$ cat config.mk
export PLATFORM = sky130hd
export DESIGN_NAME = cfu_buffer
export DESIGN_NICKNAME = d
export VERILOG_FILES = /design/src/cfu_buffer.sv
export SDC_FILE = /design/constraint.sdc
export NUM_CORES = 2
export LEC_CHECK = 0
export BUFFER_PORTS_ARGS = -buffer_cell sky130_fd_sc_hd__buf_2
export CAP_MARGIN = 20
export CORE_UTILIZATION = 32
export DETAILED_ROUTE_END_ITERATION = 8
export SYNTH_ARGS = -nofsm -noshare
export SYNTH_HDL_FRONTEND = slang
export SYNTH_SLANG_ARGS = --single-unit
$ cat constraint.sdc
create_clock -name clk -period 3.3 [get_ports clk]
set_clock_uncertainty 0.2 [all_clocks]
set_input_delay 0.33 -clock clk [delete_from_list [all_inputs] [get_ports clk]]
set_output_delay 0.33 -clock clk [all_outputs]
set_load 0.1 [all_outputs]
$ cat src/cfu_buffer.sv
`timescale 1ns/1ps

module cfu_buffer #(
  parameter int DATA_BITS = 8,
  parameter int ADDR_BITS = 8
) (
  input  logic                 clk,
  input  logic                 rst_n,
  input  logic                 we,
  input  logic [ADDR_BITS-1:0] addr,
  input  logic [DATA_BITS-1:0] wdata,
  output logic [DATA_BITS-1:0] rdata
);

  localparam int DEPTH = 2 ** ADDR_BITS;

  logic [DATA_BITS-1:0] mem [DEPTH];

  // Write has priority, otherwise the addressed entry is registered
  always_ff @(posedge clk or negedge rst_n) begin
    if (!rst_n) begin
      for (int i = 0; i < DEPTH; i++) begin
        mem[i] <= '0;
      end
      rdata <= '0;
    end else if (we) begin
      mem[addr] <= wdata;
    end else begin
      rdata <= mem[addr];
    end
  end

endmodule

==> results.cfg <==
[critical_path]
max_stage_delay_ns = 1.06
cp_common_cell = buf_12
endpoint_kind = register
rr_endpoint = rdata[2]$_DFFE_PN0N_
cp_slowest_cell = a2111oi_1
reg2reg_from = mem[1746]$_DFFE_PN0P_
start_kind = input pin
crit_chain = buf_8 -> buf_12 -> buf_12 -> inv_4 -> buf_4 -> buf_12 -> mux2i_1 -> a32o_1 -> a2111oi_1 -> buf_4 -> a311oi_1 -> o2bb2ai_1
arrival_ns = 3.58
cp_max_fo = 20
crit_type = input pin to register
ff2ff_path_depth = 8
timing.reg2reg.setup_slack_ns = 0.36
cp.required_ns = 3.90

[detailed_routing]
vias = 57654
dr.pass1.iters = 7
wl_um = 293100
vias_per_cell = 5.366
wl_per_cell_um = 27.28
drc = 0
antenna_left = 0
first_iter_violations = 4458

[clock_tree]
cts_buffers = 215
clock-sinks = 2056
clk_latency_ns = 0.89
cts-root-buf = clkbuf_16
cts_tree = done
clk_pin_slew_ns = 0.06
htreeDepth = 4
cts_max_path_buffers = 3

[floorplanning]
dieArea_um2 = 296100
die_w_um = 544.1
io_pins = 27
rows = 198
die_height_um = 544.1
initial_core_util_pct = 32.25
core_um2 = 291600

[synth]
synth_top_area_share_pct = 54.71
yosysWarnings = 0
ys_async_sr_fraction_pct = 100.0
syn_nets = 6091
synth_enable_flop_cells = 0
avgSynthCellArea_um2 = 15.49
synth-seq-cells = 2056
synth.area.top_cells = dfrtp_1 55%, mux2_2 24%, mux4_2 11%, mux2i_1 1.6%, clkbuf_1 1.2%
ys_types = 65
yosys-top-cells-count = 2056 x dfrtp_1, 1988 x mux2_2, 479 x mux4_2
synth.cell_area_um2 = 94040
synth_flop_cell = dfrtp_1
ys_seq_area_share_pct = 54.71
yosysMostFrequentCell = dfrtp_1
yosys.area.top_type = dfrtp_1
synthCells = 6072

[sta]
post-route-min-period_ns = 2.979
tns_ns = 0
slew_headroom_pct = 19.00
period_share_pct = 90.28
slew_viol_final = 0
hold_viol_final = 0
max_freq_ghz = 0.3356
rsz0062_at_grt = false
setup_viol = 0
worst_slew_pin_slew_ns = 1.202
timing.final.ws_setup_ns = 0.3207

[job]
drv_cap = 0

[hold_path]
hold_path_depth = 2
hold_class = input pin to register
hold_start = wdata[5]
min_to = mem[1317]$_DFFE_PN0P_

[layout]
fin_nets = 6683
area_growth_pct = 20.80
layout-drive-gt1-share_pct = 55.72

[pwr]
powerDensity_nw_per_um2 = 508.3
ir_drop_v = 0.0004332
p_leak_nw = 53.26

[global_routing]
grt_pass1_wl_um = 436800
grt_max_degree = 149
antenna_found_initial = 16
grt.overflow.total = 0
grt_usage_pct = 19.96
first_global_vias = 61356

[run_status]
status = finished, final reports clean

[placed_design]
place_congestion = 0.9009
dp_slack_ns = -0.4861
place_hpwl_um = 198300
port_buffers = 26
-- placed cells by master, fill, tap and decap left out, types with 12 or more instances in the layout --
cell type  Yosys  final
o21ai_0       32     32
nor2_1        97     93
nand3_2        0     13
nor2_2       125    128
buf_12         0    225
clkbuf_16      0    218
a211oi_1      17     17
buf_4         50    583
and3_1        12     12
buf_2         92     12
clkbuf_8       0     65
nand3_1       46     33
mux4_2       479    479
nand2_1      180    180
clkbuf_1     294     42
mux2i_1      152    152
a32o_1        14     14
a22oi_1       54     54
nor2b_1       25     20
o22ai_1       52     52
clkinv_2       0     34
nor3_1        19     19
dfrtp_1     2056   2056
bufinv_16      0     18
a21oi_1       34     34
mux2_2      1988   1988
mux2_1        78     78
-- logic make-up after synthesis --
logic type	after synthesis	synth area share (%)
buffers and inverters	464	2.232
flip-flops	2056	54.71
AO/OA/AOI/OAI	294	2.247
AND/OR/NAND/NOR	561	2.986
multiplexers	2697	37.83
-- what timing repair did --
item,4_1_cts,5_1_grt
hold buffers,5,0
hold endpoints to repair,1194,0
gates resized for setup,0,0
setup buffers,0,0
-- layout make-up --
cell class,count,area (um^2)
clock inverter,70,1061
fill,27033,178000
tap,3900,4880
multi-input combinational,3552,40610
sequential,2056,51450
timing repair buffer,836,9164
clock buffer,317,6397
antenna,11,27.53
inverter,3,13.76
-- metal layers --
layer	track usage, %	wire [um]
met1	27.32	126800
met2	31.44	136800
met3	3.704	17740
met4	7.379	11730
met5	0	38
-- critical path, delay by kind of cell --
family,cells,cell delay (ns)
buffers and inverters,7,1.40
AO/OA/AOI/OAI,4,1.58
multiplexers,1,0.13
-- registers in the layout (all words and copies together), names as in the netlist --
register / flops
mem: 2048
rdata: 8
-- stage by stage --
| stage | instance area (um^2) | hold slack, ns | instances | power, mW | utilization (%) |
|---|---|---|---|---|---|
| floorplan | 94040 | -0.1656 | 6072 | 30.22 | - |
| global placement | 106000 | 0.1293 | 10341 | 32.64 | 36.37 |
| detailed placement | 106100 | 0.1297 | 10342 | 32.84 | 36.37 |
| CTS | 113600 | 0.02190 | 10734 | 58.28 | 38.95 |
| global route | 113600 | 0.02499 | 10737 | 59.70 | 38.95 |
| finish | 113600 | 0.008873 | 10745 | 57.74 | 38.96 |
-- power by group --
group          internal [mW]  switching, mW  leakage (nW)  total [mW]
clock                   14.8           10.5          3.66        25.4
combinational           2.36           2.98          21.3        5.34
sequential              26.4          0.634          28.3        27.1
-- worst max-delay path by stage --
stage                                      from                   end  depth (start not counted)
after detailed placement                addr[0]  rdata[4]$_DFFE_PN0N_                         11
after CTS                               addr[4]  rdata[5]$_DFFE_PN0N_                          9
after global placement                  addr[0]  rdata[4]$_DFFE_PN0N_                         11
after global routing      mem[1746]$_DFFE_PN0P_  rdata[2]$_DFFE_PN0N_                          8
final                                   addr[0]  rdata[0]$_DFFE_PN0N_                         12
after floorplan                         addr[0]  rdata[2]$_DFFE_PN0N_                          9
Power figures use the tool's default switching activity.
