## src/cfu_defs.svh

```systemverilog
`ifndef CFU_DEFS_SVH
`define CFU_DEFS_SVH

// Buffer address widths
`define CFU_A_ADDR_BITS 8
`define CFU_B_ADDR_BITS 8
`define CFU_C_ADDR_BITS 2

// Datapath sizes
`define CFU_ELEM_BITS   8
`define CFU_ACC_BITS    32
`define CFU_LANES       4

// Command fields, K up to 256
`define CFU_FUNCT7_BITS 7
`define CFU_K_BITS      9

`endif

```

## src/cfu_pkg.sv

```systemverilog
`include "cfu_defs.svh"

package cfu_pkg;

  // Opcode lives in function id bits 9:3
  typedef enum logic [`CFU_FUNCT7_BITS-1:0] {
    OP_WRITE_A = 0,
    OP_WRITE_B = 1,
    OP_COMPUTE = 2,
    OP_READ_C  = 3
  } cfu_op_e;

  typedef enum logic [2:0] {
    CTRL_IDLE, CTRL_ACCESS, CTRL_READ_WAIT, CTRL_CALC, CTRL_RESPOND
  } ctrl_state_e;

  typedef enum logic [2:0] {
    ENG_IDLE, ENG_LOAD, ENG_DRAIN, ENG_WRITEBACK, ENG_DONE
  } eng_state_e;

  typedef logic signed [`CFU_ELEM_BITS-1:0] elem_t;
  typedef logic signed [`CFU_ACC_BITS-1:0]  acc_t;

  // Lane 0 sits in the top bits
  typedef logic [`CFU_LANES*`CFU_ACC_BITS-1:0] row_t;

  typedef struct packed {
    logic                        we;
    logic [`CFU_A_ADDR_BITS-1:0] addr;
    logic [`CFU_ELEM_BITS-1:0]   data;
  } buf_a_req_t;

  typedef struct packed {
    logic                                we;
    logic [`CFU_B_ADDR_BITS-1:0]         addr;
    logic [`CFU_LANES*`CFU_ELEM_BITS-1:0] data;
  } buf_b_req_t;

  typedef struct packed {
    logic                        we;
    logic [`CFU_C_ADDR_BITS-1:0] addr;
    row_t                        data;
  } buf_c_req_t;

endpackage

```

## src/buffer_arbiter.sv

```systemverilog
`timescale 1ns/1ps

module buffer_arbiter import cfu_pkg::*; (
  input  logic       clk,
  input  logic       rst_n,
  input  logic       eng_grant,
  input  buf_a_req_t ctrl_a,
  input  buf_b_req_t ctrl_b,
  input  buf_c_req_t ctrl_c,
  input  buf_a_req_t eng_a,
  input  buf_b_req_t eng_b,
  input  buf_c_req_t eng_c,
  output buf_a_req_t buf_a,
  output buf_b_req_t buf_b,
  output buf_c_req_t buf_c
);

  logic any_we;

  // Engine owns all three ports for the whole handshake
  assign buf_a = eng_grant ? eng_a : ctrl_a;
  assign buf_b = eng_grant ? eng_b : ctrl_b;
  assign buf_c = eng_grant ? eng_c : ctrl_c;

  assign any_we = buf_a.we || buf_b.we || buf_c.we;

  // Host writes must never collide with a run
  a_no_ctrl_write: assert property (
    @(posedge clk) disable iff (!rst_n)
    eng_grant |-> !(ctrl_a.we || ctrl_b.we || ctrl_c.we)
  );

  // Ownership only changes between writes
  a_grant_stable: assert property (
    @(posedge clk) disable iff (!rst_n)
    any_we |=> $stable(eng_grant)
  );

endmodule

```

## config.mk

```make
export PLATFORM = sky130hd
export DESIGN_NAME = buffer_arbiter
export DESIGN_NICKNAME = d
export VERILOG_FILES = /design/src/cfu_pkg.sv /design/src/buffer_arbiter.sv
export VERILOG_INCLUDE_DIRS = /design/src
export SDC_FILE = /design/constraint.sdc
export NUM_CORES = 1
export LEC_CHECK = 0
export BUFFER_PORTS_ARGS = -buffer_cell sky130_fd_sc_hd__buf_2
export CAP_MARGIN = 20
export CORE_AREA = 5 5 216 218
export DETAILED_ROUTE_END_ITERATION = 10
export DIE_AREA = 0 0 221 223
export PLACE_DENSITY = 0.4
export SLEW_MARGIN = 40
export SYNTH_ARGS = -nofsm -noshare
export SYNTH_HDL_FRONTEND = slang
export SYNTH_SLANG_ARGS = --single-unit
```

## constraint.sdc

```tcl
create_clock -name vclk -period 3.3
set_clock_uncertainty 0.2 [all_clocks]
set_input_delay 0.495 -clock vclk [all_inputs]
set_output_delay 0.495 -clock vclk [all_outputs]
set_load 0.005 [all_outputs]
```

==> out/summary.txt <==
======================================================================================
Remaining max-slew budget at the tightest pin                                    0.715
Count of yosys warnings during synthesis                                             0
Horizontal die dimension                                                        221 um
Timing-limited maximum frequency                                               422 MHz
Cell depth of the worst min-delay path                                               3
Number of fill cells                                                              5166
Placement row count                                                                 78
Final standard cell count with taps included and fillers excluded                 1372
Slew at the pin closest to its max-slew limit                                   428 ps
Total setup violations reported at the end of the flow                               0
Number of port buffers                                                             568
Post-synthesis share of cell area spent on xor and xnor gates                        0
Type of the worst min-delay path                                          input port to output port
Final-layout worst hold slack                                                  1080 ps
Chain of cells forming the critical path                                  buf_8 > buf_12 > buf_12 > mux2_4 > buf_2
Number of antenna violations at the first check in global routing                    5
Number of sequential cells                                                           0
Tcrit/Tclk final                                                                 0.718
Final Hold Fails                                                                     0
Core Area                                                                    44700 um2
Largest fanout on the critical path                                                 27
Area of the multi-input gates                                                 2500 um2
Setup TNS                                                                         0 ps
Avg Inst Size Synth                                                           12.8 um2
Gate family responsible for the most delay along the worst path           buffers and inverters
Crit end category                                                          output port
Via-to-Cell Ratio                                                                 2.98
Crit path buf inv count                                                              4
Sequential-to-total area share from yosys stat                                       0
Global-route wire length before repair                                        25900 um
HP Start                                                                    ctrl_c[72]
Wirelength, routed                                                            18400 um
Total routing usage reported by global routing                                  0.0654
Area growth from synthesis to layout                                              132%
Worst vdd ir                                                               0.0000429 V
Largest net degree at the start of global routing                                   61
Distinct cell type count of the synthesized netlist                                  4
Number of nets with antenna violations after detailed routing                        0
Cell with the largest stage delay on the worst path                       sky130_fd_sc_hd__mux2_4
Synthesized-area fraction occupied by ao, oa, aoi and oai cells                      0
CP required                                                                    2600 ps
Post-detail-place hpwl                                                        17300 um
Starting DRT DRC Count                                                              89
Count of pins on the block boundary                                                570
Post-Synthesis Net Count                                                           591
Global-route congestion overflow total                                               0
Post-synthesis instance area                                                  2700 um2
Number of instances in the synthesized netlist                                     210
Adder-cell share of the synthesized area                                             0
Mux contribution to synthesized area                                             0.929
Quantity of gates resized following cts                                              0
Peak per-stage delay on the critical path                                       330 ps
Via count of the first global-routing pass                                        4461
Starting density of the core                                                    0.0603
Data arrival time of the critical path                                         1670 ps
Remaining DRCs                                                                       0
Weighted congestion reported at the end of routability-driven placement          0.927
Total power after layout                                                      0.793 mW
Overall via count from detail_route                                               4086
Layout cell share with drive strength beyond 1                                    1.00
Critical Path Most Common Cell                                            sky130_fd_sc_hd__buf_12
Number of hold buffers added after cts                                               0
Die footprint                                                                49300 um2
Largest family of logic cells by synthesized area                         multiplexers
Y dimension of the die                                                          223 um
Number of optimization iterations in the first detailed-route pass                   4
Simple-gate share of the synthesized area                                            0
Post-Place Cells                                                                  1371
Number of maximum-capacitance violations                                             0
Count of clock buffers in the final design                                           0
Nets                                                                              1154
Power Dens Cells                                                            127 nW/um2
Tmin final                                                                     2370 ps
Worst setup path class                                                    input port to output port
Register cell area after layout                                                  0 um2
Setup repair bufs after CTS                                                          0
Leakage power of the design                                                    3.49 nW
Worst setup SP type                                                         input port
Outcome                                                                      completed
Routed len/inst                                                                13.4 um
Slew Viols, Final                                                                    0
Post-layout utilization of the core                                              0.140
Unrepaired setup endpoints after global routing                                     no
End point of the most critical hold path                                     buf_c[72]
======================================================================================
## metal layers
metal  wire (um)  GRT usage  part of all wire  vias to the layer above
li1            -          -                 -                     1926
met3        1930     0.0189              0.10                       12
met4          75    0.00220            0.0041                        2
met1        6650     0.0700              0.36                     1813
met5          20          0            0.0011                        -
met2        9770      0.133              0.53                      333
## cell families after synthesis
family / after synthesis
buffers and inverters: 21
multiplexers: 189
## metrics by stage
step	setup slack, ps	area (um2)
2_1_floorplan	1380	2700
3_3_place_gp	917	6250
3_5_place_dp	904	6250
4_1_cts	906	6250
5_1_grt	872	6250
6_report	932	6250
## worst max-delay path by stage
stage	startpoint	to	slack, ps	cells after the start
6_report	eng_grant	buf_c[109]	930	5
5_1_grt	eng_grant	buf_c[113]	870	5
4_1_cts	eng_grant	buf_c[113]	910	5
3_5_place_dp	eng_grant	buf_c[113]	900	5
3_3_place_gp	eng_grant	buf_c[113]	920	5
2_1_floorplan	eng_grant	buf_c[100]	1380	4
## tightest hold or removal path: cells and delay by family
family | cells | cell delay (ps)
multiplexers | 1 | 120
buffers and inverters | 2 | 170
## cell type report
cell class / instances / share of cell area
Tap cell: 600 / 0.120
Timing Repair Buffer: 582 / 0.479
Antenna cell: 1 / 0.000400
Multi-Input combinational cell: 189 / 0.400
## synth_stat cells
master	instances	area [um2]
sky130_fd_sc_hd__mux2_4	100	1500
sky130_fd_sc_hd__buf_6	14	158
sky130_fd_sc_hd__mux2_2	89	1000
sky130_fd_sc_hd__buf_2	7	35.0
## report_power, final
part,total [mW],internal [mW],switching [mW]
registers,0,0,0
logic,0.793,0.507,0.286
clock network,0.0000000408,0.0000000408,0
## layout by cell type, fill, tap and decap left out
cell / n
sky130_fd_sc_hd__buf_2: 567
sky130_fd_sc_hd__mux2_4: 100
sky130_fd_sc_hd__mux2_2: 89
sky130_fd_sc_hd__buf_4: 11
sky130_fd_sc_hd__buf_12: 3
sky130_fd_sc_hd__diode_2: 1
sky130_fd_sc_hd__buf_8: 1
Power figures use the tool's default switching activity.
