===== config.mk =====
export PLATFORM = sky130hd
export DESIGN_NAME = systolic_row
export DESIGN_NICKNAME = d
export VERILOG_FILES = /design/src/cfu_pkg.sv /design/src/systolic_row.sv
export VERILOG_INCLUDE_DIRS = /design/src
export SDC_FILE = /design/constraint.sdc
export NUM_CORES = 2
export LEC_CHECK = 0
export BUFFER_PORTS_ARGS = -buffer_cell sky130_fd_sc_hd__buf_2
export CAP_MARGIN = 25
export CORE_MARGIN = 2
export CORE_UTILIZATION = 30
export DETAILED_ROUTE_END_ITERATION = 6
export PLACE_DENSITY = 0.43
export SLEW_MARGIN = 20
export SYNTH_ARGS = -nofsm -noshare
export SYNTH_HDL_FRONTEND = slang
export SYNTH_SLANG_ARGS = --single-unit
export TNS_END_PERCENT = 5

===== constraint.sdc =====
create_clock -name clk -period 7.3 [get_ports clk]
set_input_delay 0.73 -clock clk [delete_from_list [all_inputs] [get_ports clk]]
set_output_delay 0.73 -clock clk [all_outputs]
set_load 0.05 [all_outputs]

===== src/cfu_defs.svh =====
`ifndef CFU_DEFS_SVH
`define CFU_DEFS_SVH

// Buffer address widths
`define CFU_A_ADDR_BITS 8
`define CFU_B_ADDR_BITS 8
`define CFU_C_ADDR_BITS 2

// Datapath sizes
`define CFU_ELEM_BITS   8
`define CFU_ACC_BITS    32
`define CFU_LANES       4

// Command fields, K up to 256
`define CFU_FUNCT7_BITS 7
`define CFU_K_BITS      9

`endif


===== src/cfu_pkg.sv =====
`include "cfu_defs.svh"

package cfu_pkg;

  // Opcode lives in function id bits 9:3
  typedef enum logic [`CFU_FUNCT7_BITS-1:0] {
    OP_WRITE_A = 0,
    OP_WRITE_B = 1,
    OP_COMPUTE = 2,
    OP_READ_C  = 3
  } cfu_op_e;

  typedef enum logic [2:0] {
    CTRL_IDLE, CTRL_ACCESS, CTRL_READ_WAIT, CTRL_CALC, CTRL_RESPOND
  } ctrl_state_e;

  typedef enum logic [2:0] {
    ENG_IDLE, ENG_LOAD, ENG_DRAIN, ENG_WRITEBACK, ENG_DONE
  } eng_state_e;

  typedef logic signed [`CFU_ELEM_BITS-1:0] elem_t;
  typedef logic signed [`CFU_ACC_BITS-1:0]  acc_t;

  // Lane 0 sits in the top bits
  typedef logic [`CFU_LANES*`CFU_ACC_BITS-1:0] row_t;

  typedef struct packed {
    logic                        we;
    logic [`CFU_A_ADDR_BITS-1:0] addr;
    logic [`CFU_ELEM_BITS-1:0]   data;
  } buf_a_req_t;

  typedef struct packed {
    logic                                we;
    logic [`CFU_B_ADDR_BITS-1:0]         addr;
    logic [`CFU_LANES*`CFU_ELEM_BITS-1:0] data;
  } buf_b_req_t;

  typedef struct packed {
    logic                        we;
    logic [`CFU_C_ADDR_BITS-1:0] addr;
    row_t                        data;
  } buf_c_req_t;

endpackage


===== src/systolic_row.sv =====
`timescale 1ns/1ps
`include "cfu_defs.svh"

module systolic_row import cfu_pkg::*; (
  input  logic                                 clk,
  input  logic                                 rst_n,
  input  logic                                 clear,
  input  logic                                 in_valid,
  input  elem_t                                a_in,
  input  logic [`CFU_LANES*`CFU_ELEM_BITS-1:0] b_in,
  output row_t                                 acc_row
);

  // Operands seen by each element
  elem_t                 a_pe [`CFU_LANES];
  elem_t                 b_pe [`CFU_LANES];
  logic [`CFU_LANES-1:0] v_pe;

  // East-moving A and its valid flag
  elem_t                 a_q [1:`CFU_LANES-1];
  logic [`CFU_LANES-1:1] v_q;

  always_ff @(posedge clk) begin
    a_q[1] <= a_in;
    for (int j = 2; j < `CFU_LANES; j++) begin
      a_q[j] <= a_q[j-1];
    end
  end

  always_ff @(posedge clk or negedge rst_n) begin
    if (!rst_n) begin
      v_q <= '0;
    end else begin
      v_q <= {v_q[`CFU_LANES-2:1], in_valid};
    end
  end

  for (genvar j = 0; j < `CFU_LANES; j++) begin : g_lane
    elem_t b_byte;
    acc_t  acc;

    assign b_byte = b_in[(`CFU_LANES-1-j)*`CFU_ELEM_BITS +: `CFU_ELEM_BITS];

    if (j == 0) begin : g_west
      assign a_pe[j] = a_in;
      assign b_pe[j] = b_byte;
      assign v_pe[j] = in_valid;
    end else begin : g_skew
      // Lane j waits j cycles to meet its A element
      elem_t b_sr [j];

      always_ff @(posedge clk) begin
        b_sr[0] <= b_byte;
        for (int d = 1; d < j; d++) begin
          b_sr[d] <= b_sr[d-1];
        end
      end

      assign a_pe[j] = a_q[j];
      assign b_pe[j] = b_sr[j-1];
      assign v_pe[j] = v_q[j];
    end

    // Signed MAC
    always_ff @(posedge clk or negedge rst_n) begin
      if (!rst_n) begin
        acc <= '0;
      end else if (clear) begin
        acc <= '0;
      end else if (v_pe[j]) begin
        acc <= acc + a_pe[j] * b_pe[j];
      end
    end

    assign acc_row[(`CFU_LANES-1-j)*`CFU_ACC_BITS +: `CFU_ACC_BITS] = acc;
  end

endmodule


==> flow_summary.json <==
{
  "layout_commonest_cell": "fa_1",
  "routed_wl_mm": 73.5,
  "finalHoldViolCount": 0,
  "cts_buffers": 34,
  "io_buffers": 171,
  "grt_max_degree": 69,
  "rows": 111,
  "cts-root-buf": "clkbuf_16",
  "synthCells": 2569,
  "met3_usage_pct": 2.46,
  "regArea_mm2": 0.00472,
  "drt_iter0_drc": 735,
  "syn_avg_cell_area_um2": 10.8,
  "io-pin-count": 172,
  "die_y_um": 308,
  "start_util_pct": 30.3,
  "busiest_layer": "met2",
  "cp_data_arrival_time_ns": 6.93,
  "viasPerCell": 4.70,
  "first_global_vias": 21000,
  "fmax_mhz": 155,
  "status": "finished clean",
  "layout-drive-gt1-share_pct": 10.4,
  "ys_ff_latch": 203,
  "use_met1_pct": 22.3,
  "postCtsSetupBuffers": 0,
  "startpoint_type": "flop",
  "post_drt_wl_per_cell_um": 18.5,
  "relSlewSlack_pct": 39.9,
  "post_cts_resized": 0,
  "layout_common_cells": "fa_1 (544), inv_1 (382), ha_1 (280)",
  "design.core.area_mm2": 0.0915,
  "grt_pass1_wl_mm": 119,
  "grt_overflow": 0,
  "drtPass1Iterations": 5,
  "path_clk_slew_ns": 0.06,
  "ant_nets": 0,
  "synth_flop_cell": "dfrtp_1",
  "yosysSeqAreaShare_pct": 17.0,
  "grt_usage_pct": 16.2,
  "worstSetupPathType": "reg -> reg",
  "die_x_um": 308,
  "multi_input_area_mm2": 0.0214,
  "fin_setup_tns_ns": 0,
  "post-route-period-util_pct": 88.3,
  "synth-async-reset-ratio_pct": 64.5,
  "grt_util_met2_pct": 26.8,
  "cts-hold-fix-buffers": 0,
  "syn_to_final_growth_pct": 13.6,
  "yosysTopAreaCell": "fa_1",
  "netlist_area_mm2": 0.0277,
  "cts_tree": "built",
  "antenna_found_initial": 6,
  "synth_edf_count": 0,
  "rsz0062_at_grt": "false",
  "worst_pin_slew_ns": 0.901,
  "gp_congestion": 0.842,
  "maxSlewViolCount": 0,
  "numClockSinks": 203,
  "place_hpwl_mm": 58.4,
  "setup_viol": 0,
  "clock_skew_ns": 0.0165,
  "fillers": 9235,
  "yosys_warnings": 0,
  "required_ns": 7.79,
  "clockBufferDepth": 3,
  "synth_area_leaders": "fa_1 (39%), ha_1 (13%), dfrtp_1 (12%)",
  "fin_crit_ns": 6.44,
  "critPathMaxFanout": 9,
  "vias": 18700,
  "syn_nets": 3437,
  "dieArea_mm2": 0.0947,
  "hp-class": "in -> async",
  "cap_violations": 0,
  "fin_nets": 3636,
  "worstSetupEndpointType": "flop",
  "cts_htree_levels": 2,
  "synth_cell_types": 72,
  "netlist.area_leader.share_pct": 39.3,
  "insertion_delay_ns": 0.57,
  "drc_errors": 0
}
==> metrics by stage <==
step                      instance area, um2  util, %  hold slack [ns]  cells  setup slack (ns)
after floorplan                        27700        -            0.310   2569             0.914
after CTS                              31400     34.3            0.100   3979             0.784
after detailed placement               30100     32.9            0.312   3917             0.604
after global routing                   31400     34.4            0.124   3980             0.433
after global placement                 30100     32.9            0.314   3917             0.707
final                                  31500     34.4            0.117   3981             0.858
==> critical path: stages (launching register included) <==
cell	delay (ns)
dfxtp_1	0.71
nand2_1	0.28
fa_1	0.67
fa_1	0.76
inv_1	0.32
buf_4	0.27
fa_1	0.52
fa_1	0.43
ha_1	0.29
ha_1	0.36
o21a_1	0.23
nor2_1	0.12
nor3_1	0.08
o21a_1	0.12
o31ai_1	0.52
nand2_1	0.18
a21o_1	0.22
and2_1	0.14
o21ai_0	0.14
==> state kept, by name, summed over array words and instances, names as in the netlist <==
| name | count |
|---|---|
| v_q | 3 |
| g_lane.g_skew.b_sr | 48 |
| g_lane.acc | 128 |
| a_q | 24 |
==> per-layer routing <==
layer | up-vias | wire, um
li1 | 8706 | -
met1 | 9658 | 34000
met2 | 285 | 35000
met3 | 69 | 2920
met4 | 0 | 1580
met5 | - | 0
==> area by class of cell <==
cell class / instances / share of cell area (%)
Antenna cell: 1 / 0.00796
Clock buffer: 47 / 3.53
Clock inverter: 15 / 0.617
Inverter: 384 / 4.58
Multi-Input combinational cell: 1942 / 68.0
Sequential cell: 203 / 15.0
Tap cell: 1186 / 4.72
Timing Repair Buffer: 203 / 3.55
==> synthesized netlist by cell type (6+ instances only) <==
cell and count:
nand3b_1 6, dfxtp_1 72, xor2_1 29, o211ai_1 16
ha_1 280, nand3_1 25, a21o_1 36, a211oi_1 32
o21bai_1 12, nand2_1 153, o21ai_0 53, a31oi_1 9
buf_1 9, a22o_1 15, o21a_1 22, and2_1 133
nor2_1 160, xnor2_1 83, nor2b_1 32, a21oi_1 86
dfrtp_1 131, fa_1 544, inv_1 382, clkbuf_1 29
mux2i_1 79, a21boi_0 7, or3_1 6, nor3_1 17
nand2b_1 18
==> cells by family (layout without fill, tap and decap cells) <==
kind of cell / Yosys count / after routing / synth area share [%]
AOI/OAI and AO/OA: 342 / 342 / 8.34
xor gates and xnor gates: 112 / 112 / 3.54
adders and majority gates: 824 / 824 / 52.0
buffers and inverters: 424 / 649 / 5.77
DFF: 203 / 203 / 17.0
muxes: 82 / 82 / 2.98
other: 0 / 1 / 0
and+or+nand+nor: 582 / 582 / 10.3
==> worst paths after layout <==
path | start | end | slack, ns | cells past startpoint
worst max register to register | a_q[0][23] | g_lane[2].acc[27] | 0.86 | 18
max in group asynchronous | rst_n | g_lane[3].acc[18] | 5.98 | 2
min in group clk | b_in[11] | g_lane[2].g_skew.b_sr[0][3] | 0.26 | 1
worst max-delay path | a_q[0][23] | g_lane[2].acc[27] | 0.86 | 18
worst min-delay path | rst_n | g_lane[0].acc[14] | 0.12 | 1
worst min register to register | g_lane[2].g_skew.b_sr[0][7] | g_lane[2].g_skew.b_sr[0][15] | 0.32 | 0
Power is not shown: default switching activity piles up to over one toggle a cycle in this logic, so the estimate is an artifact.
