## config.mk

```make
export PLATFORM = sky130hd
export DESIGN_NAME = matmul_engine
export DESIGN_NICKNAME = d
export VERILOG_FILES = /design/src/cfu_pkg.sv /design/src/matmul_engine.sv
export VERILOG_INCLUDE_DIRS = /design/src
export SDC_FILE = /design/constraint.sdc
export NUM_CORES = 1
export LEC_CHECK = 0
export ABC_AREA = 1
export BUFFER_PORTS_ARGS = -buffer_cell sky130_fd_sc_hd__buf_2
export CELL_PAD_IN_SITES_DETAIL_PLACEMENT = 2
export CELL_PAD_IN_SITES_GLOBAL_PLACEMENT = 2
export CORE_ASPECT_RATIO = 1.1
export CORE_MARGIN = 3
export CORE_UTILIZATION = 12
export CTS_BUF_LIST = sky130_fd_sc_hd__clkbuf_2 sky130_fd_sc_hd__clkbuf_4 sky130_fd_sc_hd__clkbuf_8
export DETAILED_ROUTE_END_ITERATION = 8
export PLACE_DENSITY_LB_ADDON = 0.1
export SYNTH_ARGS = -nofsm -noshare
export SYNTH_HDL_FRONTEND = slang
export SYNTH_SLANG_ARGS = --single-unit
```

## constraint.sdc

```tcl
create_clock -name clk -period 2.2 [get_ports clk]
set_clock_uncertainty 0.2 [all_clocks]
set_input_delay 0.22 -clock clk [delete_from_list [all_inputs] [get_ports clk]]
set_output_delay 0.22 -clock clk [all_outputs]
set_load 0.05 [all_outputs]
```

## src/cfu_defs.svh

```systemverilog
`ifndef CFU_DEFS_SVH
`define CFU_DEFS_SVH

// Buffer address widths
`define CFU_A_ADDR_BITS 8
`define CFU_B_ADDR_BITS 8
`define CFU_C_ADDR_BITS 2

// Datapath sizes
`define CFU_ELEM_BITS   8
`define CFU_ACC_BITS    32
`define CFU_LANES       4

// Command fields, K up to 256
`define CFU_FUNCT7_BITS 7
`define CFU_K_BITS      9

`endif

```

## src/cfu_pkg.sv

```systemverilog
`include "cfu_defs.svh"

package cfu_pkg;

  // Opcode lives in function id bits 9:3
  typedef enum logic [`CFU_FUNCT7_BITS-1:0] {
    OP_WRITE_A = 0,
    OP_WRITE_B = 1,
    OP_COMPUTE = 2,
    OP_READ_C  = 3
  } cfu_op_e;

  typedef enum logic [2:0] {
    CTRL_IDLE, CTRL_ACCESS, CTRL_READ_WAIT, CTRL_CALC, CTRL_RESPOND
  } ctrl_state_e;

  typedef enum logic [2:0] {
    ENG_IDLE, ENG_LOAD, ENG_DRAIN, ENG_WRITEBACK, ENG_DONE
  } eng_state_e;

  typedef logic signed [`CFU_ELEM_BITS-1:0] elem_t;
  typedef logic signed [`CFU_ACC_BITS-1:0]  acc_t;

  // Lane 0 sits in the top bits
  typedef logic [`CFU_LANES*`CFU_ACC_BITS-1:0] row_t;

  typedef struct packed {
    logic                        we;
    logic [`CFU_A_ADDR_BITS-1:0] addr;
    logic [`CFU_ELEM_BITS-1:0]   data;
  } buf_a_req_t;

  typedef struct packed {
    logic                                we;
    logic [`CFU_B_ADDR_BITS-1:0]         addr;
    logic [`CFU_LANES*`CFU_ELEM_BITS-1:0] data;
  } buf_b_req_t;

  typedef struct packed {
    logic                        we;
    logic [`CFU_C_ADDR_BITS-1:0] addr;
    row_t                        data;
  } buf_c_req_t;

endpackage

```

## src/matmul_engine.sv

```systemverilog
`timescale 1ns/1ps
`include "cfu_defs.svh"

module matmul_engine import cfu_pkg::*; (
  input  logic                                 clk,
  input  logic                                 rst_n,
  input  logic                                 calc_req,
  input  logic [`CFU_K_BITS-1:0]               k_len,
  output logic                                 calc_ack,
  output logic                                 row_clear,
  output logic                                 row_valid,
  output elem_t                                row_a,
  output logic [`CFU_LANES*`CFU_ELEM_BITS-1:0] row_b,
  input  elem_t                                a_rdata,
  input  logic [`CFU_LANES*`CFU_ELEM_BITS-1:0] b_rdata,
  input  row_t                                 acc_row,
  output buf_a_req_t                           eng_a,
  output buf_b_req_t                           eng_b,
  output buf_c_req_t                           eng_c
);

  eng_state_e             state;
  logic [`CFU_K_BITS-1:0] cnt;
  logic                   issue;
  logic                   issue_q;

  assign issue     = (state == ENG_LOAD) && (cnt < k_len);
  assign row_clear = (state == ENG_IDLE) && calc_req;

  always_ff @(posedge clk or negedge rst_n) begin
    if (!rst_n) begin
      state    <= ENG_IDLE;
      cnt      <= '0;
      issue_q  <= 1'b0;
      calc_ack <= 1'b0;
    end else begin
      issue_q <= issue;
      case (state)
        ENG_IDLE: begin
          if (calc_req) begin
            state <= ENG_LOAD;
            cnt   <= '0;
          end
        end
        ENG_LOAD: begin
          // Also leaves at once when K is zero
          if (cnt + 1'b1 >= k_len) begin
            state <= ENG_DRAIN;
            cnt   <= '0;
          end else begin
            cnt <= cnt + 1'b1;
          end
        end
        ENG_DRAIN: begin
          if (cnt == `CFU_LANES) begin
            state <= ENG_WRITEBACK;
          end else begin
            cnt <= cnt + 1'b1;
          end
        end
        ENG_WRITEBACK: begin
          state    <= ENG_DONE;
          calc_ack <= 1'b1;
        end
        ENG_DONE: begin
          if (!calc_req) begin
            state    <= ENG_IDLE;
            calc_ack <= 1'b0;
          end
        end
        default: state <= ENG_IDLE;
      endcase
    end
  end

  // Read data is one cycle behind its address, zero bubbles otherwise
  assign row_valid = issue_q;
  assign row_a     = issue_q ? a_rdata : '0;
  assign row_b     = issue_q ? b_rdata : '0;

  assign eng_a = '{we: 1'b0, addr: cnt[`CFU_A_ADDR_BITS-1:0], data: '0};
  assign eng_b = '{we: 1'b0, addr: cnt[`CFU_B_ADDR_BITS-1:0], data: '0};
  assign eng_c = '{we: (state == ENG_WRITEBACK), addr: '0, data: acc_row};

  a_ack_in_done: assert property (
    @(posedge clk) disable iff (!rst_n)
    $rose(calc_ack) |-> state == ENG_DONE
  );

endmodule

```

==> summary.md <==
| Metric | Value |
|---|---|
| Skew-Pair Late Insertion Delay | `0.26 ns` |
| CTS sink count | `14` |
| Critical Path End Type | `flop` |
| Minimum clock period | `2.36 ns` |
| Vias per Instance | `3.15` |
| Antenna violations before repair | `2` |
| CTS buffer count | `3` |
| Period utilisation layout | `1.07` |
| Global Route Usage Sum | `0.0856` |
| Min-delay worst type | `input port to flop` |
| Drt total wl | `12.5 mm` |
| Peak supply drop | `0.216 mV` |
| Syn Std Cell Area | `0.00306 sq mm` |
| Syn Inst Count | `459` |
| I/O Buffers | `111` |
| Initial Utilization | `0.123` |
| Cells along the critical path | `ha_2, nand3_2, inv_2, nand2_2, xor2_2, clkinv_2, buf_4, buf_4, buf_4, buf_4, buf_4, buf_4, buf_4, nand2_2, nand2_1` |
| Drc violations | `0` |
| Max stage delay on crit path | `0.39 ns` |
| Layout area overhead | `6.80%` |
| Required @ worst endpoint | `2.15 ns` |
| Detailed Routing Iterations Pass 1 | `4` |
| RSZ-0062 raised after global routing | `yes` |
| CP most frequent cell | `buf_4` |
| Max_cap viols | `0` |
| # rows | `60` |
| TritonCTS clock tree | `yes` |
| Post-Place Cell Area | `0.00294 sq mm` |
| Power per cell area | `971 mW/mm^2` |
| Wire per inst | `16.1 um` |
| Synth cell types | `26` |
| First-pass GRT wire length | `17.6 mm` |
| Final ANT Viol Nets | `0` |
| Synthesis-stage register bit count | `14` |
| Failing checks | `setup timing` |
| Grt total ovfl | `0` |
| FF-to-FF path depth | `15` |
| Fin. Hold Viols | `0` |
| Vias post-DR | `2444` |
| Total die area | `0.0274 sq mm` |
| Yosys warnings | `0` |
| Final net count | `665` |
| Storage cell area | `350 sq um` |
| Sequential share of the synthesized area | `0.115` |
| Total Power | `3.17 mW` |
| Hold-critical path depth | `3` |
| Multi-input gate area | `0.00129 sq mm` |
| R2R Setup Slk | `-0.16 ns` |
| Slew Limit Fails | `0` |
| GP Congestion | `0.704` |
| Largest net degree at the start of global routing | `42` |
| Final Worst Setup Slack | `-0.161 ns` |
| Die height | `173 um` |
| CTS HTree Levels | `1` |
| Half-perimeter wire length after placement | `10.7 mm` |
| # setup viols final | `11` |
| Share of layout cells above drive strength 1 | `0.438` |
| Fmax | `424 MHz` |
| Root cell of the clock tree | `clkbuf_8` |
| CP Max Fanout | `2` |
| Floorplan die width | `158 um` |
| Arrival time at the worst endpoint | `2.31 ns` |
| Status | `complete, but fails checks` |
| Core Area | `0.0248 sq mm` |
| Crit path kind | `flop to flop` |
| Number of global-route vias before repair | `2744` |
| Mapped Avg Cell Area | `6.66 sq um` |
| Slowest cell on the critical path | `dfrtp_1` |
| Fin area | `0.00326 sq mm` |
| Ports | `412` |
| Iter 0 DRT Violations | `60` |
| Setup crit start kind | `flop` |
| Clock Pin Slew Worst Setup and Hold Paths | `0.08 ns` |
| Static leakage | `2.13 nW` |
| Max Root-Sink Buffers | `2` |
| Fillers | `3000` |
==> cells in the mapped netlist <==
cell | instances | area [sq um]
nor3_1 | 3 | 15.0
clkbuf_1 | 4 | 15.0
nand3_2 | 1 | 10.0
nor2_4 | 3 | 33.8
nand3_4 | 2 | 35.0
xor2_1 | 6 | 52.6
nor2_2 | 2 | 12.5
o21a_1 | 2 | 15.0
nor2_1 | 10 | 37.5
inv_2 | 7 | 26.3
nand3_1 | 7 | 35.0
a21oi_1 | 8 | 40.0
dfrtp_1 | 14 | 350
inv_1 | 69 | 259
nand2_4 | 1 | 11.3
nor4_1 | 1 | 6.26
o21ai_0 | 2 | 10.0
ha_1 | 20 | 250
nand2_1 | 99 | 372
buf_4 | 188 | 1410
o211ai_1 | 1 | 7.51
nand2_2 | 3 | 18.8
clkinv_1 | 1 | 3.75
buf_2 | 1 | 5.00
conb_1 | 1 | 3.75
nand4_1 | 3 | 18.8
==> worst paths after layout <==
kind,from,endpoint
max,cnt[0],cnt[8]
min reg2reg,calc_ack,calc_ack
max reg2reg,cnt[0],cnt[8]
max in group asynchronous,rst_n,calc_ack
min in group asynchronous,rst_n,cnt[5]
min,calc_req,state[2]
==> layout make-up <==
class | instances | share of cell area
inverter | 77 | 0.0890
timing repair buffer | 151 | 0.270
multi-input combinational | 218 | 0.396
sequential | 14 | 0.107
tap | 310 | 0.119
clock buffer | 4 | 0.0169
antenna | 2 | 0.00153
==> flip-flops by register name (all words and copies together) (netlist names) <==
name       count
cnt            9
state          3
calc_ack       1
row_valid      1
==> where the power goes <==
part / leakage (nW) / switching (mW) / internal, mW / total [mW]
Sequential: 0.184 / 0.0746 / 0.319 / 0.394
Combinational: 1.91 / 1.87 / 0.617 / 2.49
Clock: 0.0288 / 0.126 / 0.159 / 0.285
Total: 2.13 / 2.07 / 1.10 / 3.17
==> through the flow <==
step | TNS [ns] | setup WS [ns] | std cells | util | hold slack [ns]
2_1_floorplan | -0.441 | -0.0491 | 502 | - | -0.276
3_3_place_gp | -2.28 | -0.222 | 755 | 0.119 | -0.00169
3_5_place_dp | -2.73 | -0.266 | 755 | 0.119 | 0.00781
4_1_cts | -1.70 | -0.182 | 768 | 0.128 | 0.0963
5_1_grt | -3.10 | -0.300 | 775 | 0.132 | 0.110
6_report | -1.26 | -0.161 | 776 | 0.132 | 0.0982
==> worst max-delay path: cells and delay by family, from the launching register on <==
family / cells / cell delay (ns)
buf+inv: 9 / 1.06
flops: 1 / 0.39
simple gates: 4 / 0.24
fa+ha+maj: 1 / 0.21
xor+xnor: 1 / 0.15
==> cells in the final DEF, fill, tap and decap left out, drive strengths merged <==
cell type	count
a21oi	8
buf	150
clkbuf	4
clkinv	1
conb	44
dfrtp	14
diode	2
dlygate4sd3	1
ha	20
inv	76
nand2	103
nand3	10
nand4	3
nor2	15
nor3	3
nor4	1
o211ai	1
o21a	2
o21ai	2
xor2	6
==> what timing repair did <==
action	CTS	global route
endpoints found under the hold margin	14	0
pin swaps	19	9
gates resized for setup	27	6
hold buffers	1	0
setup endpoints to repair	11	11
setup buffers	8	6
==> kinds of logic (layout without fill, tap and decap cells) <==
| logic type | count (synthesis) | after routing | share of synthesized area |
|---|---|---|---|
| simple gates | 135 | 135 | 0.198 |
| compound gates | 13 | 13 | 0.0238 |
| other cells | 1 | 46 | 0.00123 |
| xor+xnor | 6 | 6 | 0.0172 |
| flops | 14 | 14 | 0.115 |
| buf+inv | 270 | 232 | 0.563 |
| fa+ha+maj | 20 | 20 | 0.0819 |
==> layer usage <==
layer | wire (um) | global-route usage
met5 | 16 | 0
met1 | 4200 | 0.0833
met2 | 6410 | 0.158
met3 | 1130 | 0.0272
met4 | 711 | 0.0459
No activity file was read; power rests on OpenSTA's default activity.
