$ cat src/cfu_defs.svh
`ifndef CFU_DEFS_SVH
`define CFU_DEFS_SVH

// Buffer address widths
`define CFU_A_ADDR_BITS 8
`define CFU_B_ADDR_BITS 8
`define CFU_C_ADDR_BITS 2

// Datapath sizes
`define CFU_ELEM_BITS   8
`define CFU_ACC_BITS    32
`define CFU_LANES       4

// Command fields, K up to 256
`define CFU_FUNCT7_BITS 7
`define CFU_K_BITS      9

`endif

$ cat src/cfu_pkg.sv
`include "cfu_defs.svh"

package cfu_pkg;

  // Opcode lives in function id bits 9:3
  typedef enum logic [`CFU_FUNCT7_BITS-1:0] {
    OP_WRITE_A = 0,
    OP_WRITE_B = 1,
    OP_COMPUTE = 2,
    OP_READ_C  = 3
  } cfu_op_e;

  typedef enum logic [2:0] {
    CTRL_IDLE, CTRL_ACCESS, CTRL_READ_WAIT, CTRL_CALC, CTRL_RESPOND
  } ctrl_state_e;

  typedef enum logic [2:0] {
    ENG_IDLE, ENG_LOAD, ENG_DRAIN, ENG_WRITEBACK, ENG_DONE
  } eng_state_e;

  typedef logic signed [`CFU_ELEM_BITS-1:0] elem_t;
  typedef logic signed [`CFU_ACC_BITS-1:0]  acc_t;

  // Lane 0 sits in the top bits
  typedef logic [`CFU_LANES*`CFU_ACC_BITS-1:0] row_t;

  typedef struct packed {
    logic                        we;
    logic [`CFU_A_ADDR_BITS-1:0] addr;
    logic [`CFU_ELEM_BITS-1:0]   data;
  } buf_a_req_t;

  typedef struct packed {
    logic                                we;
    logic [`CFU_B_ADDR_BITS-1:0]         addr;
    logic [`CFU_LANES*`CFU_ELEM_BITS-1:0] data;
  } buf_b_req_t;

  typedef struct packed {
    logic                        we;
    logic [`CFU_C_ADDR_BITS-1:0] addr;
    row_t                        data;
  } buf_c_req_t;

endpackage

$ cat src/cfu_cmd_ctrl.sv
`timescale 1ns/1ps
`include "cfu_defs.svh"

module cfu_cmd_ctrl import cfu_pkg::*; (
  input  logic                         clk,
  input  logic                         rst_n,
  input  logic                         cmd_valid,
  output logic                         cmd_ready,
  input  logic [`CFU_FUNCT7_BITS+2:0]  cmd_function_id,
  input  logic [31:0]                  cmd_inputs_0,
  input  logic [31:0]                  cmd_inputs_1,
  output logic                         rsp_valid,
  input  logic                         rsp_ready,
  output logic [31:0]                  rsp_output,
  output logic                         calc_req,
  input  logic                         calc_ack,
  output logic [`CFU_K_BITS-1:0]       k_len,
  output logic                         eng_grant,
  output buf_a_req_t                   ctrl_a,
  output buf_b_req_t                   ctrl_b,
  output buf_c_req_t                   ctrl_c,
  input  row_t                         c_rdata
);

  ctrl_state_e state;
  cfu_op_e     op_dec;
  cfu_op_e     op_q;
  logic [31:0] in0_q;
  logic [31:0] in1_q;
  logic        cmd_accept;
  acc_t        col_sel;

  assign cmd_ready  = (state == CTRL_IDLE) && !rsp_valid;
  assign cmd_accept = cmd_valid && cmd_ready;
  assign op_dec     = cfu_op_e'(cmd_function_id[`CFU_FUNCT7_BITS+2:3]);

  // Operands of the command in flight
  always_ff @(posedge clk) begin
    if (cmd_accept) begin
      op_q  <= op_dec;
      in0_q <= cmd_inputs_0;
      in1_q <= cmd_inputs_1;
    end
  end

  // Column 0 is the top word of the row
  assign col_sel = c_rdata[(`CFU_LANES-1-in1_q[1:0])*`CFU_ACC_BITS +: `CFU_ACC_BITS];

  always_ff @(posedge clk or negedge rst_n) begin
    if (!rst_n) begin
      state      <= CTRL_IDLE;
      rsp_valid  <= 1'b0;
      rsp_output <= '0;
      calc_req   <= 1'b0;
    end else begin
      case (state)
        CTRL_IDLE: begin
          if (cmd_accept) begin
            case (op_dec)
              OP_WRITE_A, OP_WRITE_B, OP_READ_C: state <= CTRL_ACCESS;
              OP_COMPUTE: begin
                state    <= CTRL_CALC;
                calc_req <= 1'b1;
              end
              default: begin
                state      <= CTRL_RESPOND;
                rsp_valid  <= 1'b1;
                rsp_output <= '0;
              end
            endcase
          end
        end
        CTRL_ACCESS: begin
          if (op_q == OP_READ_C) begin
            state <= CTRL_READ_WAIT;
          end else begin
            state      <= CTRL_RESPOND;
            rsp_valid  <= 1'b1;
            rsp_output <= '0;
          end
        end
        CTRL_READ_WAIT: begin
          state      <= CTRL_RESPOND;
          rsp_valid  <= 1'b1;
          rsp_output <= col_sel;
        end
        CTRL_CALC: begin
          // Drop req on ack, respond once ack has fallen
          if (calc_req && calc_ack) begin
            calc_req <= 1'b0;
          end else if (!calc_req && !calc_ack) begin
            state      <= CTRL_RESPOND;
            rsp_valid  <= 1'b1;
            rsp_output <= '0;
          end
        end
        CTRL_RESPOND: begin
          if (rsp_ready) begin
            state     <= CTRL_IDLE;
            rsp_valid <= 1'b0;
          end
        end
        default: state <= CTRL_IDLE;
      endcase
    end
  end

  assign k_len     = in0_q[`CFU_K_BITS-1:0];
  assign eng_grant = calc_req || calc_ack;

  assign ctrl_a = '{we:   (state == CTRL_ACCESS) && (op_q == OP_WRITE_A),
                    addr: in0_q[`CFU_A_ADDR_BITS-1:0],
                    data: in1_q[31:24]};
  assign ctrl_b = '{we:   (state == CTRL_ACCESS) && (op_q == OP_WRITE_B),
                    addr: in0_q[`CFU_B_ADDR_BITS-1:0],
                    data: in1_q};
  assign ctrl_c = '{we: 1'b0, addr: in0_q[`CFU_C_ADDR_BITS-1:0], data: '0};

  a_req_held: assert property (
    @(posedge clk) disable iff (!rst_n)
    calc_req && !calc_ack |=> calc_req
  );

endmodule

$ cat config.mk
export PLATFORM = sky130hd
export DESIGN_NAME = cfu_cmd_ctrl
export DESIGN_NICKNAME = d
export VERILOG_FILES = /design/src/cfu_pkg.sv /design/src/cfu_cmd_ctrl.sv
export VERILOG_INCLUDE_DIRS = /design/src
export SDC_FILE = /design/constraint.sdc
export NUM_CORES = 1
export LEC_CHECK = 0
export BUFFER_PORTS_ARGS = -buffer_cell sky130_fd_sc_hd__buf_2
export CAP_MARGIN = 15
export CORE_AREA = 2 2 169 171
export DETAILED_ROUTE_END_ITERATION = 16
export DIE_AREA = 0 0 171 173
export HOLD_SLACK_MARGIN = 0.08
export PLACE_DENSITY = 0.51
export SLEW_MARGIN = 30
export SYNTH_ARGS = -nofsm -noshare
export SYNTH_HDL_FRONTEND = slang
export SYNTH_SLANG_ARGS = --single-unit
$ cat constraint.sdc
create_clock -name clk -period 5.5 [get_ports clk]
set_input_delay 1.65 -clock clk [delete_from_list [all_inputs] [get_ports clk]]
set_output_delay 1.65 -clock clk [all_outputs]
set_load 0.01 [all_outputs]
==> results.toml <==
[outcome]
status = "complete, no violations"

[sta]
relSlewSlack_pct = 44.6
hold_slack_ns = 0.502
slew_violations = 0
timing.final.crit_share_pct = 70.3
rsz0062_at_grt = "no"
fin_worst_skew_ns = 0.0111
hold_violations = 0
tns_ns = 0
setup_viol = 0
tightest_slew_ns = 0.829
fin_ws_ns = 1.63
fmax_mhz = 259
min_period_ns = 3.87

[global_routing]
grt_max_degree = 51
grt_first_pass_wirelength_mm = 18.7
grt_use_total_pct = 8.45
grt_busiest_layer = "met2"
grt_pass1_vias = 3277
use_met2_pct = 15.0
grt_use_met3_pct = 2.61
use_met1_pct = 9.38
antenna_found_initial = 1
overflow = 0

[finish]
layout.cells.non_filler = 994
num-fill-cells = 3034
multi_input_area_sq_um = 1720
area_growth_pct = 30.6
diodes = 0
num-nets-final = 818
regArea_sq_um = 2370
drive_gt1_share_pct = 55.7

[placement]
place_inst = 978
dp_hpwl_mm = 10.4
routabilityCongestion = 0.743
dp_slack_ns = 1.51
io_buffers = 285

[floorplanning]
ioPinCount = 441
die_area_sq_um = 29600
die_h_microns = 173
rows = 61
die_w_microns = 171
core-area_sq_um = 27600
start_util_pct = 17.5

[yosys]
ys_seq_area_share_pct = 48.8
yosysWarnings = 0
synth-seq-cells = 85
yosys-top-cells-area = "edfxtp_1 (30%), buf_4 (24%), dfrtp_1 (19%)"
synth_cell_type_count = 32
netlist_area_sq_um = 4850
syn_area_per_cell_sq_um = 13.7
synthCells = 354
yosysTopAreaCell = "edfxtp_1"
synth_top_area_share_pct = 29.7

[min_path]
hp-class = "flop to flop"
min-delay-start = "rsp_output[22]$_DFFE_PN0P_"

[power_and_ir_drop]
sw_frac_of_total_pct = 30.9
finalPower_w = 0.00194
clockPowerShare_pct = 32.9
p_int_w = 0.00134
power_frac_comb_pct = 25.4
vdd_drop_max_mv = 0.113
p_per_area_nw_per_um2 = 307
power_frac_seq_pct = 41.7
p_leak_nw = 3.10
netSwitchingPower_w = 0.000601

[clock_network]
post_cts_buffers = 0
post_cts_resized = 0
clk_pin_slew_worst_paths_ns = 0.07
h-tree-depth = 3
cts_tree = "done"
cts_max_path_buffers = 2
clock_latency_ns = 0.35
clock-sinks = 85
holdBufCountCts = 0
cts_buffers = 9
cts-root-buf = "clkbuf_16"

[routing]
firstDrtPassIters = 4
finalWirelength_mm = 12.9
vias = 3335
first_iter_violations = 117
post-route-drc-count = 0
wire_per_inst_microns = 13.0
vias_per_cell = 3.36
ant_nets = 0

[worst_setup_path]
path_cells = "buf_2 > or2_2 > buf_2"
worstPathArrival_ns = 2.22
crit_slowest_cell = "or2_2"
startpoint = "calc_ack"
critical_path_class = "primary input to output pin"
crit_path_max_fanout = 3
crit_path_max_incr_delay_ns = 0.29
cp_common_cell = "buf_2"
cp.required_ns = 3.85
cp-end-kind = "output pin"
rr_startpoint = "rsp_valid$_DFFE_PN0P_"
start_kind = "primary input"

[job]
maxCapViolCount = 0
[kinds of logic (layout without fill, tap and decap cells)]
| logic type | count (synthesis) | count (layout) | share of synthesized area (%) |
|---|---|---|---|
| buffers and inverters | 172 | 306 | 26.0 |
| AOI/OAI and AO/OA | 43 | 43 | 7.49 |
| DFF | 85 | 85 | 48.8 |
| muxes | 32 | 32 | 14.9 |
| other | 1 | 129 | 0.0774 |
| and+or+nand+nor | 21 | 21 | 2.71 |
[state kept, by name, summed over array words and instances, names as in the netlist]
name	count
calc_req	1
in0_q	9
state	3
rsp_valid	1
rsp_output	32
in1_q	32
op_q	7
[synthesized netlist by cell type]
cell	instances
a211oi_1	1
a21bo_2	1
a221o_1	1
a22o_1	33
a31oi_1	2
a41oi_1	1
and3_1	1
and4_1	1
buf_2	3
buf_4	155
buf_6	4
clkbuf_1	9
conb_1	1
dfrtp_1	37
edfxtp_1	48
inv_1	1
mux4_2	32
nand2_1	2
nand2b_1	2
nor2_1	2
nor2b_1	2
nor3_1	3
nor3b_1	1
nor4_1	1
nor4_2	1
nor4b_1	1
o21a_1	1
o21ai_0	2
o21bai_1	1
or2_2	2
or3_1	1
or4_1	1
[layout make-up]
| class | count | share of cell area, % |
|---|---|---|
| Timing Repair Buffer | 289 | 23.0 |
| Tap cell | 378 | 7.47 |
| Clock buffer | 9 | 3.56 |
| Multi-Input combinational cell | 225 | 27.2 |
| Inverter | 1 | 0.0593 |
| Sequential cell | 85 | 37.4 |
| Clock inverter | 7 | 1.30 |
[routing by layer]
metal,vias to the layer above,wire length [microns]
met2,220,6790
li1,1530,-
met4,2,185
met3,15,1210
met5,-,16
met1,1568,4740
[cells in the final DEF (no fill, tap or decap), types with 5 or more instances in the layout]
| cell type | instances |
|---|---|
| buf_2 | 284 |
| dfrtp_1 | 37 |
| edfxtp_1 | 48 |
| a22o_1 | 33 |
| mux4_2 | 32 |
| conb_1 | 129 |
| buf_4 | 5 |
| clkbuf_16 | 9 |
[worst max-delay path: cells and delay by family]
family        cells  cell delay, ns
buf+inv           2            0.27
simple gates      1            0.29
[power by group through the flow]
stage | Clock, W | Combinational (W) | Sequential, W
after floorplan | 0 | 0.000385 | 0.000849
after detailed placement | 0 | 0.000504 | 0.000825
after CTS | 0.000677 | 0.000504 | 0.000811
after global routing | 0.000695 | 0.000548 | 0.000821
final | 0.000639 | 0.000494 | 0.000811
after global placement | 0 | 0.000500 | 0.000823
[per-stage QoR]
step | area, sq um | utilization, %
floorplan | 5330 | -
global placement | 6020 | 21.8
finish | 6330 | 22.9
global route | 6330 | 22.9
CTS | 6330 | 22.9
detailed placement | 6020 | 21.8
[path summary, 6_finish.rpt]
path | end | slack [ns] | depth (start not counted)
max in group asynchronous | rsp_valid$_DFFE_PN0P_ | 3.85 | 1
max | eng_grant | 1.63 | 3
min in group asynchronous | rsp_output[17]$_DFFE_PN0P_ | 1.27 | 1
min reg2reg | rsp_output[22]$_DFFE_PN0P_ | 0.50 | 1
max reg2reg | rsp_output[22]$_DFFE_PN0P_ | 3.08 | 5
min | rsp_output[22]$_DFFE_PN0P_ | 0.50 | 1
Note: power is estimated with default switching activity, not from simulation.
